### config.mk
export PLATFORM = sky130hd
export DESIGN_NAME = alert_sub_top
export DESIGN_NICKNAME = d
export VERILOG_FILES = /design/src/logic/csr_pkg.sv /design/src/logic/alert_pkg.sv /design/src/logic/alert_sub_top.sv /design/src/logic/alert_csr.sv /design/src/logic/alert_receiver.sv /design/src/logic/alert_sender.sv /design/src/logic/diff_decode.sv
export VERILOG_INCLUDE_DIRS = /design/src /design/src/logic
export SDC_FILE = /design/constraint.sdc
export NUM_CORES = 1
export LEC_CHECK = 0
export ABC_AREA = 0
export BUFFER_PORTS_ARGS = -buffer_cell sky130_fd_sc_hd__buf_2
export CAP_MARGIN = 20
export CORE_ASPECT_RATIO = 1.1
export CORE_MARGIN = 4
export CORE_UTILIZATION = 45
export CTS_CLUSTER_DIAMETER = 40
export DETAILED_ROUTE_END_ITERATION = 6
export PLACE_DENSITY = 0.76
export SETUP_SLACK_MARGIN = 0.15
export SLEW_MARGIN = 20
export SYNTH_ARGS = -nofsm -noshare
export SYNTH_HDL_FRONTEND = slang
export SYNTH_SLANG_ARGS = --single-unit
### constraint.sdc
create_clock -name clk_i -period 2.7 [get_ports clk_i]
set_input_delay 0.135 -clock clk_i [delete_from_list [all_inputs] [get_ports clk_i]]
set_output_delay 0.135 -clock clk_i [all_outputs]
set_load 0.005 [all_outputs]
### src/logic/alert_config.svh
// channel counts and register map of the alert aggregation block
// include this wherever a channel width or a register offset is needed

`ifndef ALERT_CONFIG_SVH
`define ALERT_CONFIG_SVH

// outgoing sender channels, one per local peripheral
`define NUM_LOCAL_ALERTS 2

// incoming receiver channels from other blocks
// loopback testing needs this equal to the sender count
`define NUM_EXT_ALERTS 2

// byte offsets on the AXI4-Lite register port
`define REG_PING_REQ 8'h00
`define REG_CAUSE    8'h04
`define REG_PING_OK  8'h08
`define REG_INTEG    8'h0C

`endif
### src/logic/csr_pkg.sv
// AXI4-Lite types of the register port
// the request bundles everything the master drives, the response the slave

package csr_pkg;

  // byte address and data word of the register port
  typedef logic [7:0]  addr_t;
  typedef logic [31:0] data_t;
  typedef logic [3:0]  strb_t;
  typedef logic [1:0]  resp_t;

  // the slave never reports an error
  localparam resp_t RESP_OKAY = 2'b00;

  // master to slave
  typedef struct packed {
    logic  aw_valid;
    addr_t aw_addr;
    logic  w_valid;
    data_t w_data;
    strb_t w_strb;
    logic  b_ready;
    logic  ar_valid;
    addr_t ar_addr;
    logic  r_ready;
  } axil_req_t;

  // slave to master
  typedef struct packed {
    logic  aw_ready;
    logic  w_ready;
    logic  b_valid;
    resp_t b_resp;
    logic  ar_ready;
    logic  r_valid;
    data_t r_data;
    resp_t r_resp;
  } axil_rsp_t;

endpackage

### src/logic/alert_pkg.sv
// types for the differential alert protocol
// the pair structs and the FSM encodings of both ends of a channel

package alert_pkg;

  // alert pair, driven by the sender toward the handler
  typedef struct packed {
    logic alert_p;
    logic alert_n;
  } alert_tx_t;

  // ping and ack pairs, driven by the receiver back to the sender
  typedef struct packed {
    logic ping_p;
    logic ping_n;
    logic ack_p;
    logic ack_n;
  } alert_rx_t;

  // receiver side of the four-phase handshake
  typedef enum logic [1:0] {
    rx_idle,
    rx_ack_wait,
    rx_pause0,
    rx_pause1
  } rx_state_e;

  // sender side of the four-phase handshake
  typedef enum logic [1:0] {
    tx_idle,
    tx_alert_high,
    tx_alert_low,
    tx_pause
  } tx_state_e;

endpackage

### src/logic/alert_sub_top.sv
// top level of the alert aggregation block
// one sender per local alert source, one receiver per incoming channel,
// and the register slave that collects their events

`timescale 1ns/1ns

`include "alert_config.svh"

module alert_sub_top (
  input  logic                                         clk_i,
  input  logic                                         rst_ni,
  input  logic [`NUM_LOCAL_ALERTS-1:0]                 alert_req_i,
  output logic [`NUM_LOCAL_ALERTS-1:0]                 alert_ack_o,
  output alert_pkg::alert_tx_t [`NUM_LOCAL_ALERTS-1:0] alert_tx_o,
  input  alert_pkg::alert_rx_t [`NUM_LOCAL_ALERTS-1:0] alert_rx_i,
  input  alert_pkg::alert_tx_t [`NUM_EXT_ALERTS-1:0]   alert_tx_i,
  output alert_pkg::alert_rx_t [`NUM_EXT_ALERTS-1:0]   alert_rx_o,
  input  csr_pkg::axil_req_t                           axil_req_i,
  output csr_pkg::axil_rsp_t                           axil_rsp_o,
  output logic                                         irq_o
);

  // event wires between the channels and the register slave
  logic [`NUM_EXT_ALERTS-1:0]   ping_req, ping_ok, alert, rx_integ;
  logic [`NUM_LOCAL_ALERTS-1:0] tx_integ;

  for (genvar k = 0; k < `NUM_LOCAL_ALERTS; k++) begin : gen_sender
    alert_sender u_sender (
      .clk_i        (clk_i),
      .rst_ni       (rst_ni),
      .alert_req_i  (alert_req_i[k]),
      .alert_ack_o  (alert_ack_o[k]),
      .integ_fail_o (tx_integ[k]),
      .alert_rx_i   (alert_rx_i[k]),
      .alert_tx_o   (alert_tx_o[k])
    );
  end

  for (genvar k = 0; k < `NUM_EXT_ALERTS; k++) begin : gen_receiver
    alert_receiver u_receiver (
      .clk_i        (clk_i),
      .rst_ni       (rst_ni),
      .ping_req_i   (ping_req[k]),
      .ping_ok_o    (ping_ok[k]),
      .integ_fail_o (rx_integ[k]),
      .alert_o      (alert[k]),
      .alert_rx_o   (alert_rx_o[k]),
      .alert_tx_i   (alert_tx_i[k])
    );
  end

  alert_csr u_csr (
    .clk_i      (clk_i),
    .rst_ni     (rst_ni),
    .axil_req_i (axil_req_i),
    .axil_rsp_o (axil_rsp_o),
    .ping_req_o (ping_req),
    .ping_ok_i  (ping_ok),
    .alert_i    (alert),
    .rx_integ_i (rx_integ),
    .tx_integ_i (tx_integ),
    .irq_o      (irq_o)
  );

endmodule

### src/logic/alert_csr.sv
// AXI4-Lite register slave of the alert block
// holds ping requests, sticky alert causes, ping-ok and integrity bits,
// and raises the interrupt while any cause bit is set

`timescale 1ns/1ns

`include "alert_config.svh"

module alert_csr (
  input  logic                         clk_i,
  input  logic                         rst_ni,
  input  csr_pkg::axil_req_t           axil_req_i,
  output csr_pkg::axil_rsp_t           axil_rsp_o,
  output logic [`NUM_EXT_ALERTS-1:0]   ping_req_o,
  input  logic [`NUM_EXT_ALERTS-1:0]   ping_ok_i,
  input  logic [`NUM_EXT_ALERTS-1:0]   alert_i,
  input  logic [`NUM_EXT_ALERTS-1:0]   rx_integ_i,
  input  logic [`NUM_LOCAL_ALERTS-1:0] tx_integ_i,
  output logic                         irq_o
);

  localparam int unsigned NE = `NUM_EXT_ALERTS;
  localparam int unsigned NL = `NUM_LOCAL_ALERTS;

  logic          wr_en, rd_en;
  logic          bvalid_q, rvalid_q;
  csr_pkg::data_t wmask, wbits, rdata, rdata_q;
  logic [NE-1:0] ping_wr, cause_wr, pok_wr, integ_rx_wr;
  logic [NL-1:0] integ_tx_wr;
  logic [NE-1:0] ping_req_d, ping_req_q;
  logic [NE-1:0] cause_d, cause_q;
  logic [NE-1:0] pok_d, pok_q;
  logic [NE-1:0] integ_rx_d, integ_rx_q;
  logic [NL-1:0] integ_tx_d, integ_tx_q;
  logic          irq_q;

  ////////////////////////////////////////////////////////////////////////////
  // bus handshake
  ////////////////////////////////////////////////////////////////////////////

  // address and data are taken together, and not while a response waits
  assign wr_en = axil_req_i.aw_valid & axil_req_i.w_valid & ~bvalid_q;
  // one read in flight at a time
  assign rd_en = axil_req_i.ar_valid & ~rvalid_q;

  assign axil_rsp_o.aw_ready = wr_en;
  assign axil_rsp_o.w_ready  = wr_en;
  assign axil_rsp_o.b_valid  = bvalid_q;
  assign axil_rsp_o.b_resp   = csr_pkg::RESP_OKAY;
  assign axil_rsp_o.ar_ready = ~rvalid_q;
  assign axil_rsp_o.r_valid  = rvalid_q;
  assign axil_rsp_o.r_data   = rdata_q;
  assign axil_rsp_o.r_resp   = csr_pkg::RESP_OKAY;

  // byte strobes to a bit mask
  always_comb begin
    for (int i = 0; i < 4; i++) begin
      wmask[8*i +: 8] = {8{axil_req_i.w_strb[i]}};
    end
  end

  assign wbits = axil_req_i.w_data & wmask;

  // per-register write bits, zero unless that register is addressed
  assign ping_wr     = (wr_en && axil_req_i.aw_addr == `REG_PING_REQ) ? wbits[NE-1:0] : '0;
  assign cause_wr    = (wr_en && axil_req_i.aw_addr == `REG_CAUSE) ? wbits[NE-1:0] : '0;
  assign pok_wr      = (wr_en && axil_req_i.aw_addr == `REG_PING_OK) ? wbits[NE-1:0] : '0;
  assign integ_rx_wr = (wr_en && axil_req_i.aw_addr == `REG_INTEG) ? wbits[NE-1:0] : '0;
  assign integ_tx_wr = (wr_en && axil_req_i.aw_addr == `REG_INTEG) ? wbits[16 +: NL] : '0;

  ////////////////////////////////////////////////////////////////////////////
  // register updates
  ////////////////////////////////////////////////////////////////////////////

  // ping request is set by software and dropped once the ping answers
  assign ping_req_d = (ping_req_q | ping_wr) & ~ping_ok_i;

  // sticky bits, write one to clear, a new event beats the clear
  assign cause_d    = (cause_q & ~cause_wr) | alert_i;
  assign pok_d      = (pok_q & ~pok_wr) | ping_ok_i;
  assign integ_rx_d = (integ_rx_q & ~integ_rx_wr) | rx_integ_i;
  assign integ_tx_d = (integ_tx_q & ~integ_tx_wr) | tx_integ_i;

  assign ping_req_o = ping_req_q;
  assign irq_o      = irq_q;

  // read data mux, unmapped offsets read zero
  always_comb begin
    rdata = '0;
    case (axil_req_i.ar_addr)
      `REG_PING_REQ: rdata[NE-1:0] = ping_req_q;
      `REG_CAUSE:    rdata[NE-1:0] = cause_q;
      `REG_PING_OK:  rdata[NE-1:0] = pok_q;
      `REG_INTEG: begin
        // receiver faults low, sender faults from bit 16
        rdata[NE-1:0]  = integ_rx_q;
        rdata[16 +: NL] = integ_tx_q;
      end
      default: ;
    endcase
  end

  always_ff @(posedge clk_i or negedge rst_ni) begin
    if (!rst_ni) begin
      bvalid_q   <= 1'b0;
      rvalid_q   <= 1'b0;
      ping_req_q <= '0;
      cause_q    <= '0;
      pok_q      <= '0;
      integ_rx_q <= '0;
      integ_tx_q <= '0;
      irq_q      <= 1'b0;
    end else begin
      // responses stay up until the master takes them
      if (wr_en) begin
        bvalid_q <= 1'b1;
      end else if (axil_req_i.b_ready) begin
        bvalid_q <= 1'b0;
      end
      if (rd_en) begin
        rvalid_q <= 1'b1;
      end else if (axil_req_i.r_ready) begin
        rvalid_q <= 1'b0;
      end
      ping_req_q <= ping_req_d;
      cause_q    <= cause_d;
      pok_q      <= pok_d;
      integ_rx_q <= integ_rx_d;
      integ_tx_q <= integ_tx_d;
      // interrupt tracks cause in the same cycle the bit lands
      irq_q      <= |cause_d;
    end
  end

  // read data only changes on acceptance
  always_ff @(posedge clk_i) begin
    if (rd_en) begin
      rdata_q <= rdata;
    end
  end

endmodule

### src/logic/alert_receiver.sv
// receiver end of one incoming alert channel
// acks each handshake on the alert pair and reports it as an alert or a ping
// response, and sends pings by toggling the ping pair

`timescale 1ns/1ns

module alert_receiver (
  input  logic                 clk_i,
  input  logic                 rst_ni,
  input  logic                 ping_req_i,
  output logic                 ping_ok_o,
  output logic                 integ_fail_o,
  output logic                 alert_o,
  output alert_pkg::alert_rx_t alert_rx_o,
  input  alert_pkg::alert_tx_t alert_tx_i
);

  logic alert_level, alert_sigint;
  logic ping_req_q, ping_rise;
  logic ping_tog_d, ping_tog_pq, ping_tog_nq;
  logic ping_pending_d, ping_pending_q;
  logic ack_d, ack_pq, ack_nq;
  alert_pkg::rx_state_e state_d, state_q;

  ////////////////////////////////////////////////////////////////////////////
  // decode the alert pair
  ////////////////////////////////////////////////////////////////////////////

  diff_decode u_decode_alert (
    .clk_i    (clk_i),
    .rst_ni   (rst_ni),
    .diff_p_i (alert_tx_i.alert_p),
    .diff_n_i (alert_tx_i.alert_n),
    .level_o  (alert_level),
    .sigint_o (alert_sigint)
  );

  ////////////////////////////////////////////////////////////////////////////
  // ping request
  ////////////////////////////////////////////////////////////////////////////

  // only the rising edge counts as a new ping
  assign ping_rise  = ping_req_i & ~ping_req_q;
  assign ping_tog_d = ping_rise ? ~ping_tog_pq : ping_tog_pq;

  // pending is set on the rise only, so a request held high
  // cannot turn every native alert into a ping response
  assign ping_pending_d = ping_rise | (~ping_ok_o & ping_req_i & ping_pending_q);

  assign alert_rx_o.ping_p = ping_tog_pq;
  assign alert_rx_o.ping_n = ping_tog_nq;
  assign alert_rx_o.ack_p  = ack_pq;
  assign alert_rx_o.ack_n  = ack_nq;

  ////////////////////////////////////////////////////////////////////////////
  // handshake FSM
  ////////////////////////////////////////////////////////////////////////////

  // alert decode is combinational, so alert_o and ping_ok_o
  // pulse in the cycle that alert_p rises at the input
  always_comb begin
    state_d      = state_q;
    ack_d        = 1'b0;
    ping_ok_o    = 1'b0;
    integ_fail_o = 1'b0;
    alert_o      = 1'b0;

    unique case (state_q)
      alert_pkg::rx_idle: begin
        if (alert_level) begin
          state_d = alert_pkg::rx_ack_wait;
          ack_d   = 1'b1;
          if (ping_pending_q) begin
            ping_ok_o = 1'b1;
          end else begin
            alert_o = 1'b1;
          end
        end
      end
      // keep ack high until the sender drops alert
      alert_pkg::rx_ack_wait: begin
        if (!alert_level) begin
          state_d = alert_pkg::rx_pause0;
        end else begin
          ack_d = 1'b1;
        end
      end
      // two idle cycles between back-to-back handshakes
      alert_pkg::rx_pause0: begin
        state_d = alert_pkg::rx_pause1;
      end
      alert_pkg::rx_pause1: begin
        state_d = alert_pkg::rx_idle;
      end
      default: begin
        state_d = alert_pkg::rx_idle;
      end
    endcase

    // integrity fault wins over everything
    if (alert_sigint) begin
      state_d      = alert_pkg::rx_idle;
      ack_d        = 1'b0;
      ping_ok_o    = 1'b0;
      alert_o      = 1'b0;
      integ_fail_o = 1'b1;
    end
  end

  always_ff @(posedge clk_i or negedge rst_ni) begin
    if (!rst_ni) begin
      state_q        <= alert_pkg::rx_idle;
      ack_pq         <= 1'b0;
      ack_nq         <= 1'b1;
      ping_tog_pq    <= 1'b0;
      ping_tog_nq    <= 1'b1;
      ping_req_q     <= 1'b0;
      ping_pending_q <= 1'b0;
    end else begin
      state_q        <= state_d;
      ack_pq         <= ack_d;
      ack_nq         <= ~ack_d;
      ping_tog_pq    <= ping_tog_d;
      ping_tog_nq    <= ~ping_tog_d;
      ping_req_q     <= ping_req_i;
      ping_pending_q <= ping_pending_d;
    end
  end

endmodule

### src/logic/alert_sender.sv
// sender end of one alert channel
// turns a local alert request into a four-phase handshake on the alert pair
// and answers each ping toggle from the receiver with a full handshake

`timescale 1ns/1ns

module alert_sender (
  input  logic                 clk_i,
  input  logic                 rst_ni,
  input  logic                 alert_req_i,
  output logic                 alert_ack_o,
  output logic                 integ_fail_o,
  input  alert_pkg::alert_rx_t alert_rx_i,
  output alert_pkg::alert_tx_t alert_tx_o
);

  logic ping_level, ping_sigint;
  logic ack_level, ack_sigint;
  logic ping_level_q, ping_event;
  logic alert_pend_d, alert_pend_q;
  logic ping_pend_d, ping_pend_q;
  logic hs_native_d, hs_native_q;
  logic alert_d, alert_pq, alert_nq;
  alert_pkg::tx_state_e state_d, state_q;

  ////////////////////////////////////////////////////////////////////////////
  // decode the ping and ack pairs
  ////////////////////////////////////////////////////////////////////////////

  diff_decode u_decode_ping (
    .clk_i    (clk_i),
    .rst_ni   (rst_ni),
    .diff_p_i (alert_rx_i.ping_p),
    .diff_n_i (alert_rx_i.ping_n),
    .level_o  (ping_level),
    .sigint_o (ping_sigint)
  );

  diff_decode u_decode_ack (
    .clk_i    (clk_i),
    .rst_ni   (rst_ni),
    .diff_p_i (alert_rx_i.ack_p),
    .diff_n_i (alert_rx_i.ack_n),
    .level_o  (ack_level),
    .sigint_o (ack_sigint)
  );

  // a ping is any change of level on the ping pair
  assign ping_event = ping_level ^ ping_level_q;

  assign integ_fail_o = ping_sigint | ack_sigint;

  assign alert_tx_o.alert_p = alert_pq;
  assign alert_tx_o.alert_n = alert_nq;

  ////////////////////////////////////////////////////////////////////////////
  // handshake FSM
  ////////////////////////////////////////////////////////////////////////////

  always_comb begin
    state_d      = state_q;
    alert_d      = 1'b0;
    alert_ack_o  = 1'b0;
    hs_native_d  = hs_native_q;
    // requests arriving mid-handshake wait for the next one
    alert_pend_d = alert_pend_q | alert_req_i;
    ping_pend_d  = ping_pend_q | ping_event;

    unique case (state_q)
      alert_pkg::tx_idle: begin
        // native alerts go first, a ping waits one handshake
        if (alert_pend_d) begin
          state_d      = alert_pkg::tx_alert_high;
          alert_d      = 1'b1;
          hs_native_d  = 1'b1;
          alert_pend_d = 1'b0;
        end else if (ping_pend_d) begin
          state_d     = alert_pkg::tx_alert_high;
          alert_d     = 1'b1;
          hs_native_d = 1'b0;
          ping_pend_d = 1'b0;
        end
      end
      // hold alert until the receiver acks
      alert_pkg::tx_alert_high: begin
        alert_d = 1'b1;
        if (ack_level) begin
          state_d = alert_pkg::tx_alert_low;
          alert_d = 1'b0;
        end
      end
      // wait for ack to drop, which completes the handshake
      alert_pkg::tx_alert_low: begin
        if (!ack_level) begin
          state_d     = alert_pkg::tx_pause;
          alert_ack_o = hs_native_q;
        end
      end
      alert_pkg::tx_pause: begin
        state_d = alert_pkg::tx_idle;
      end
      default: begin
        state_d = alert_pkg::tx_idle;
      end
    endcase

    // a broken ack pair aborts the handshake
    if (ack_sigint) begin
      state_d     = alert_pkg::tx_idle;
      alert_d     = 1'b0;
      alert_ack_o = 1'b0;
    end
  end

  always_ff @(posedge clk_i or negedge rst_ni) begin
    if (!rst_ni) begin
      state_q      <= alert_pkg::tx_idle;
      alert_pq     <= 1'b0;
      alert_nq     <= 1'b1;
      ping_level_q <= 1'b0;
      alert_pend_q <= 1'b0;
      ping_pend_q  <= 1'b0;
      hs_native_q  <= 1'b0;
    end else begin
      state_q      <= state_d;
      alert_pq     <= alert_d;
      alert_nq     <= ~alert_d;
      ping_level_q <= ping_level;
      alert_pend_q <= alert_pend_d;
      ping_pend_q  <= ping_pend_d;
      hs_native_q  <= hs_native_d;
    end
  end

endmodule

### src/logic/diff_decode.sv
// decoder for one differential pair in synchronous mode
// gives the encoded level and flags a pair whose rails are equal

`timescale 1ns/1ns

module diff_decode (
  input  logic clk_i,
  input  logic rst_ni,
  input  logic diff_p_i,
  input  logic diff_n_i,
  output logic level_o,
  output logic sigint_o
);

  // last level seen on a correctly encoded pair
  logic level_q;

  ////////////////////////////////////////////////////////////////////////////
  // decode
  ////////////////////////////////////////////////////////////////////////////

  // equal rails mean a broken or tampered pair
  assign sigint_o = (diff_p_i == diff_n_i);

  // during a fault the level freezes, so no edge is seen downstream
  assign level_o = sigint_o ? level_q : diff_p_i;

  ////////////////////////////////////////////////////////////////////////////
  // state
  ////////////////////////////////////////////////////////////////////////////

  // reset value matches the idle level of every pair
  always_ff @(posedge clk_i or negedge rst_ni) begin
    if (!rst_ni) begin
      level_q <= 1'b0;
    end else begin
      level_q <= level_o;
    end
  end

endmodule

==> metrics, run 1 <==
Max IR drop VDD between 400 and 500 uV; fraction of layout cells with a size suffix above 1 27.2%; Wirelength per Cell 12.6 um; M1 GR Usage between 10% and 20%; Starting DRT DRC Count 54; largest family of logic cells by synthesized area simple AND/OR/NAND/NOR gates; sequential share of the synthesized area between 40 and 50%; Top-Level Pins 129; Post-Route Skew between 0.004 and 0.005 ns; die area just under 8000 um2; PortBufs 66; Worst Max-Slew Pin Slew approximately 0.6 ns; final setup vio count 0; synthesized area between 2000 and 3000 um2; status finished clean; Max Fclk slightly above 600 MHz; Initial Util between 40% and 50%; Clock Root Buffer clkbuf_8; die width 85.3 um; Synth Area in Compound Gates between 10 and 15%; Worst path slowest cell dfrtp_1; GRT busiest layer met2; Setup Buffers After CTS 0; syn avg cell area 10.3 um2; Slew Limit Headroom 59.9%; CTS Sinks between 50 and 60; mux cell area share after synthesis roughly 3.6%; Final ANT Viol Nets 0; via count about 2,000; critical setup path kind reg2reg; met3 usage under 10%; first-pass GRT wire length 8460 um; Overflow after GRT 0; post-CTS sizing 0; vias in the first global route 1,960; site row count 30; Detail Placement HPWL 4160 um; fin cells between 400 and 500; EDFF count, synth 4; Final GP Congestion between 0.7 and 0.8; Reg clk slew, reported paths 0.09 ns; Final Power 0.00232 W; async set-reset flop share out of synthesis 92.2%; Routed WL 5320 um; critical-path cell list inv_1, ha_1, and2_1, a221oi_2, mux2i_1; Post-Synth Adder-Cell Area under 10%; largest net degree at the start of global routing 48; DRC viols 0; NumNets Final between 400 and 500; area grow syn2layout 9.39%; Core Area between 6000 and 7000 um2; most frequent cells in the layout 65 x buf_2, 41 x dfrtp_1, 35 x nand2_1; CTS tree done; Layout fillers between 500 and 600; yosys warns 0; Post-Synth XOR/XNOR Area under 10%; die height 93.0 um; Critical Path Max Stage Delay approximately 0.39 ns; Max FO, Critical Path 5; maxcap violations 0; leading cell type in the layout, fill and taps excluded buf_2; Final Hold Fails 0; placed instance area 3120 um2; fin. max-slew vios 0; Post-Synth Simple-Gate Area approximately 18%; CP arrival roughly 1.8 ns; met2 GRT Util 23.6%; CP startpoint kind register; power density over the cells 719 nW/um2; Clock Tree Buf Depth 2; final instance area approximately 3200 um2; Hold Crit Class in2reg; RSZ-0062 raised after global routing false; n_diodes 0; area taken by multi-input logic gates 1320 um2; initial antenna violation count 0; crit path capture type register; Seq cells post-synth 51; Vias per Instance between 4 and 5; period utilisation layout between 50% and 60%; fin crit period 1.61 ns; Seq. cell area approximately 1300 um2; Hold Buf Count CTS 1; Synth cell types approximately 50; worst-skew pair later-pin latency around 0.30 ns; Pleak 1.60 nW; count of mapped cells out of synthesis about 290; drt pass-1 iters 4; GRT Total Usage 13.0%; TNS Setup 0 ns; critical path required time 2.92 ns; H-tree levels 2; Most used DFF post-synth dfrtp_1; largest registers gen_receiver.u_receiver.state_q (4), gen_sender.u_sender.state_q (4), u_csr.rdata_q (4); placed instance count just over 400; TritonCTS buffer count 5
-- cell usage after synthesis (all sizes together), types with 3 or more instances --
library cell	number	area, um2
and3b	3	26.3
nand2	35	131
o31ai	4	30.0
inv	19	71.3
mux2i	6	60.1
nand3	7	47.6
nor3	4	30.0
nand2b	9	56.3
nor2b	6	45.0
nor4	3	33.8
ha	16	200
dfstp	6	158
buf	51	380
and2	4	25.0
a22o	5	43.8
edfxtp	4	120
o21bai	3	22.5
a21oi	3	15.0
nor2	8	30.0
o21ai	12	60.1
a21boi	3	22.5
o41ai	3	26.3
dfrtp	41	1030
-- area by class of cell --
| class | instances | area share, % |
|---|---|---|
| multi-input combinational | 196 | 40.7 |
| inverter | 19 | 2.21 |
| clock inverter | 3 | 0.619 |
| tap | 80 | 3.09 |
| clock buffer | 5 | 2.13 |
| sequential | 51 | 40.3 |
| timing repair buffer | 68 | 10.9 |
-- kinds of logic after synthesis --
kind of cell / after synthesis
AO/OA/AOI/OAI: 44
other: 1
AND/OR/NAND/NOR: 92
buffers and inverters: 70
adder cells (fa/ha/maj): 16
multiplexers: 8
XOR/XNOR: 4
flip-flops: 51
-- critical path, delay by kind of cell, from the launching register on --
kind	cells	cell delay, ns
flip-flops	1	0.39
adder cells (fa/ha/maj)	1	0.26
multiplexers	1	0.26
AO/OA/AOI/OAI	1	0.36
AND/OR/NAND/NOR	1	0.18
buffers and inverters	1	0.09
-- per-layer routing --
| layer | up-vias | routed length [um] |
|---|---|---|
| li1 | 995 | - |
| met1 | 963 | 2160 |
| met2 | 53 | 2750 |
| met3 | 6 | 358 |
| met4 | 0 | 53 |
| met5 | - | 0 |
-- metrics by stage --
step / utilization, % / hold WS, ns / setup WS [ns]
finish: 51.6 / 0.0807 / 1.09
floorplan: - / -0.161 / 1.31
global placement: 49.8 / 0.315 / 1.20
global route: 51.6 / 0.0966 / 0.967
CTS: 51.4 / 0.0567 / 1.09
detailed placement: 49.8 / 0.319 / 1.14
-- power breakdown --
| part | leakage (nW) | internal [W] | switching [W] |
|---|---|---|---|
| logic | 0.958 | 0.000389 | 0.000457 |
| registers | 0.601 | 0.000954 | 0.0000878 |
| clock network | 0.0402 | 0.000181 | 0.000255 |
| total | 1.60 | 0.00152 | 0.000800 |
-- path summary, 6_finish.rpt --
path	startpoint	end	slack, ns	cells past startpoint
setup / recovery	gen_sender[0].u_sender.state_q[0]	gen_sender[0].u_sender.state_q[1]	1.09	5
hold / removal	alert_req_i[0]	gen_sender[0].u_sender.alert_pend_q	0.08	3
setup reg to reg	gen_sender[0].u_sender.state_q[0]	gen_sender[0].u_sender.state_q[1]	1.09	5
hold reg to reg	u_csr.ping_req_o[1]	gen_receiver[1].u_receiver.ping_req_q	0.45	0
max in group asynchronous	rst_ni	gen_sender[0].u_sender.hs_native_q	1.91	2
min in group asynchronous	rst_ni	u_csr.irq_o	0.39	2
Note: power is estimated with default switching activity, not from simulation.
==> run 2, diff against run 1 <==
Settings changed: CORE_UTILIZATION 45 to 43.
Clock period 2.7 ns to 1.38 ns, I/O delays scaled along.
==> run 2 against run 1 <==
The run now ends with setup timing left. Combinational power increased to 3.1 times the previous value. Clock skew about the same. Wire length up 17%. Total power is 150% higher. Critical path depth is the same. Utilization is 7.1 points higher. First-iteration DRC count grew 85%. Final cell count rose by 8.5%. Final area up 20%. Critical path type is now reg2out. Via count rose by 9.4%. Sequential share of layout area shrank 6.8 points. Count of clock-buffer cells in the layout unchanged.
==> metrics, run 2 (same netlist as run 1, synthesis figures left out) <==
status finished, violations left (was finished clean); failing checks setup timing; CP startpoint kind register (unchanged); via count 2,206 (was 2,017); Logic pwr share 45.9% (was 36.4%); CTS Sinks 51 (unchanged); PortBufs 66 (unchanged); Starting DRT DRC Count 100 (was 54); crit path capture type output port (was register); placed instance count 423 (was 412); area grow syn2layout 31.7% (was 9.39%); GRT Total Usage 15.3% (was 13.0%); RSZ-0062 raised after global routing true (was false); first-pass GRT wire length 10,100 um (was 8460 um); largest net degree at the start of global routing 48 (unchanged); Final GP Congestion 0.843 (was 0.797); Max IR drop VDD 749 uV (was 444 uV); Sw Share 33.9% (was 34.4%); most frequent cells in the layout 64 x buf_2, 39 x dfrtp_1, 34 x nand2_1 (was 65 x buf_2, 41 x dfrtp_1, 35 x nand2_1); Routed WL 6220 um (was 5320 um); die area 8270 um2 (was 7930 um2); Psw 0.00196 W (was 0.000800 W); Post-Route Skew 0.00425 ns (was 0.00474 ns); leading cell type in the layout, fill and taps excluded buf_2 (unchanged); Critical Path Max Stage Delay 0.40 ns (was 0.39 ns); critical setup path kind reg2out (was reg2reg); fraction of layout cells with a size suffix above 1 47.3% (was 27.2%); final instance area 3890 um2 (was 3230 um2); critical-path cell list inv_2, ha_4, buf_6, and4b_1, buf_2 (was inv_1, ha_1, and2_1, a221oi_2, mux2i_1); site row count 31 (was 30); Clock Tree Buf Depth 2 (unchanged); drt pass-1 iters 4 (unchanged); fin. max-slew vios 0 (unchanged); die height 95.0 um (was 93.0 um); Reg clk slew, reported paths 0.10 ns (was 0.09 ns); Flop pwr share 36.1% (was 44.8%); worst hold slack 0.0209 ns (was 0.0807 ns); fin cells 458 (was 422); die width 87.1 um (was 85.3 um); Final ANT Viol Nets 0 (unchanged); Max FO, Critical Path 3 (was 5); Detail Placement HPWL 4360 um (was 4160 um); initial antenna violation count 0 (unchanged); power density over the cells 1480 nW/um2 (was 719 nW/um2); CTS tree done (unchanged); Cell Int Power 0.00382 W (was 0.00152 W); Hold Crit Class in2reg (unchanged); worst-skew pair later-pin latency 0.31 ns (was 0.30 ns); Pleak 1.83 nW (was 1.60 nW); H-tree levels 2 (unchanged); Wirelength per Cell 13.6 um (was 12.6 um); Core Area 6630 um2 (was 6270 um2); Clock Root Buffer clkbuf_8 (unchanged); Top-Level Pins 129 (unchanged); Final WS setup -0.0394 ns (was 1.09 ns); period utilisation layout 103%; Clock power frac 18.1% (was 18.8%); maxcap violations 0 (unchanged); placed instance area 3270 um2 (was 3120 um2); critical path required time 1.31 ns (was 2.92 ns); NumNets Final 464 (was 430); vias in the first global route 2,231 (was 1,960); final setup vio count 5 (was 0); DRC viols 0 (unchanged); Initial Util 44.6% (was 47.2%); CP arrival 1.35 ns (was 1.82 ns); n_diodes 0 (unchanged); Max Fclk between 700 and 800 MHz; Overflow after GRT 0 (unchanged); Final Hold Fails 0 (unchanged); TritonCTS buffer count 5 (unchanged); largest registers gen_receiver.u_receiver.state_q (4), gen_sender.u_sender.state_q (4), u_csr.rdata_q (4) (unchanged); fin crit period 1.42 ns; Worst path slowest cell dfrtp_1 (unchanged); Final Power 0.00578 W (was 0.00232 W); Vias per Instance 4.82 (was 4.78); TNS Setup -0.103 ns (was 0 ns)
## run 2: cell count changes in the layout (fill, tap and decap cells not counted), moves of 4 or more
cell     previous run  this run
ha_1               16         4
o21ai_0            12         3
inv_2               0        11
inv_1              19         8
o31ai_1             4         0
buf_4               1        28
buf_6               0         6
o21ai_1             0         8
ha_4                0        11
## run 2: per-stage QoR
step	worst slack, ns	util [%]
global placement	0.0529	49.4
global route	-0.116	58.7
detailed placement	0.000868	49.4
finish	-0.0394	58.7
CTS	-0.0477	57.0
floorplan	0.108	-
## run 2: power by group through the flow
| stage | logic (W) | registers [W] | clock network, W |
|---|---|---|---|
| 4_1_cts | 0.00241 | 0.00209 | 0.00108 |
| 3_3_place_gp | 0.00180 | 0.00207 | 0 |
| 5_1_grt | 0.00296 | 0.00212 | 0.00115 |
| 6_report | 0.00265 | 0.00208 | 0.00104 |
| 2_1_floorplan | 0.00157 | 0.00205 | 0 |
| 3_5_place_dp | 0.00190 | 0.00208 | 0 |
## run 2: routing by layer
layer  routed length [um]  track usage [%]  up-vias
li1                     -                -     1087
met1                 2310             17.3     1047
met2                 3470             28.4       61
met3                  327             2.44       11
met4                  112             6.36        0
met5                    0                0        -
## run 2: layout make-up
type	count	area (um2)
clock buffer	5	68.8
clock inverter	3	43.8
fill	548	2740
inverter	19	71.3
multi-input combinational	197	1660
sequential	51	1310
tap	82	103
timing repair buffer	101	638
## run 2: worst paths after layout
| kind | startpoint | to | slack (ns) | cells past startpoint |
|---|---|---|---|---|
| max in group asynchronous | rst_ni | gen_sender[1].u_sender.alert_nq | 0.82 | 3 |
| worst min register to register | gen_receiver[0].u_receiver.ping_req_q | gen_receiver[0].u_receiver.ping_pending_q | 0.45 | 1 |
| worst min-delay path | axil_req_i[10] | u_csr.bvalid_q | 0.02 | 3 |
| worst max register to register | gen_sender[1].u_sender.ping_level_q | gen_sender[1].u_sender.alert_nq | -0.03 | 4 |
| min in group asynchronous | rst_ni | u_csr.cause_q[0] | 0.28 | 3 |
| worst max-delay path | gen_sender[0].u_sender.state_q[0] | alert_ack_o[0] | -0.04 | 5 |
## run 2: what timing repair did
action / in CTS / in global routing
hold buffers: 2 / 0
gates resized for setup: 51 / 22
setup endpoints to repair: 29 / 34
endpoints found under the hold margin: 48 / 0
pin swaps: 23 / 12
gates cloned: 1 / 0
buffers inserted: 17 / 7
## run 2: worst max-delay path: cells and delay by family, from the launching register on
kind | cells | cell delay, ns
flops | 1 | 0.40
buf+inv | 3 | 0.31
fa+ha+maj | 1 | 0.16
simple gates | 1 | 0.16
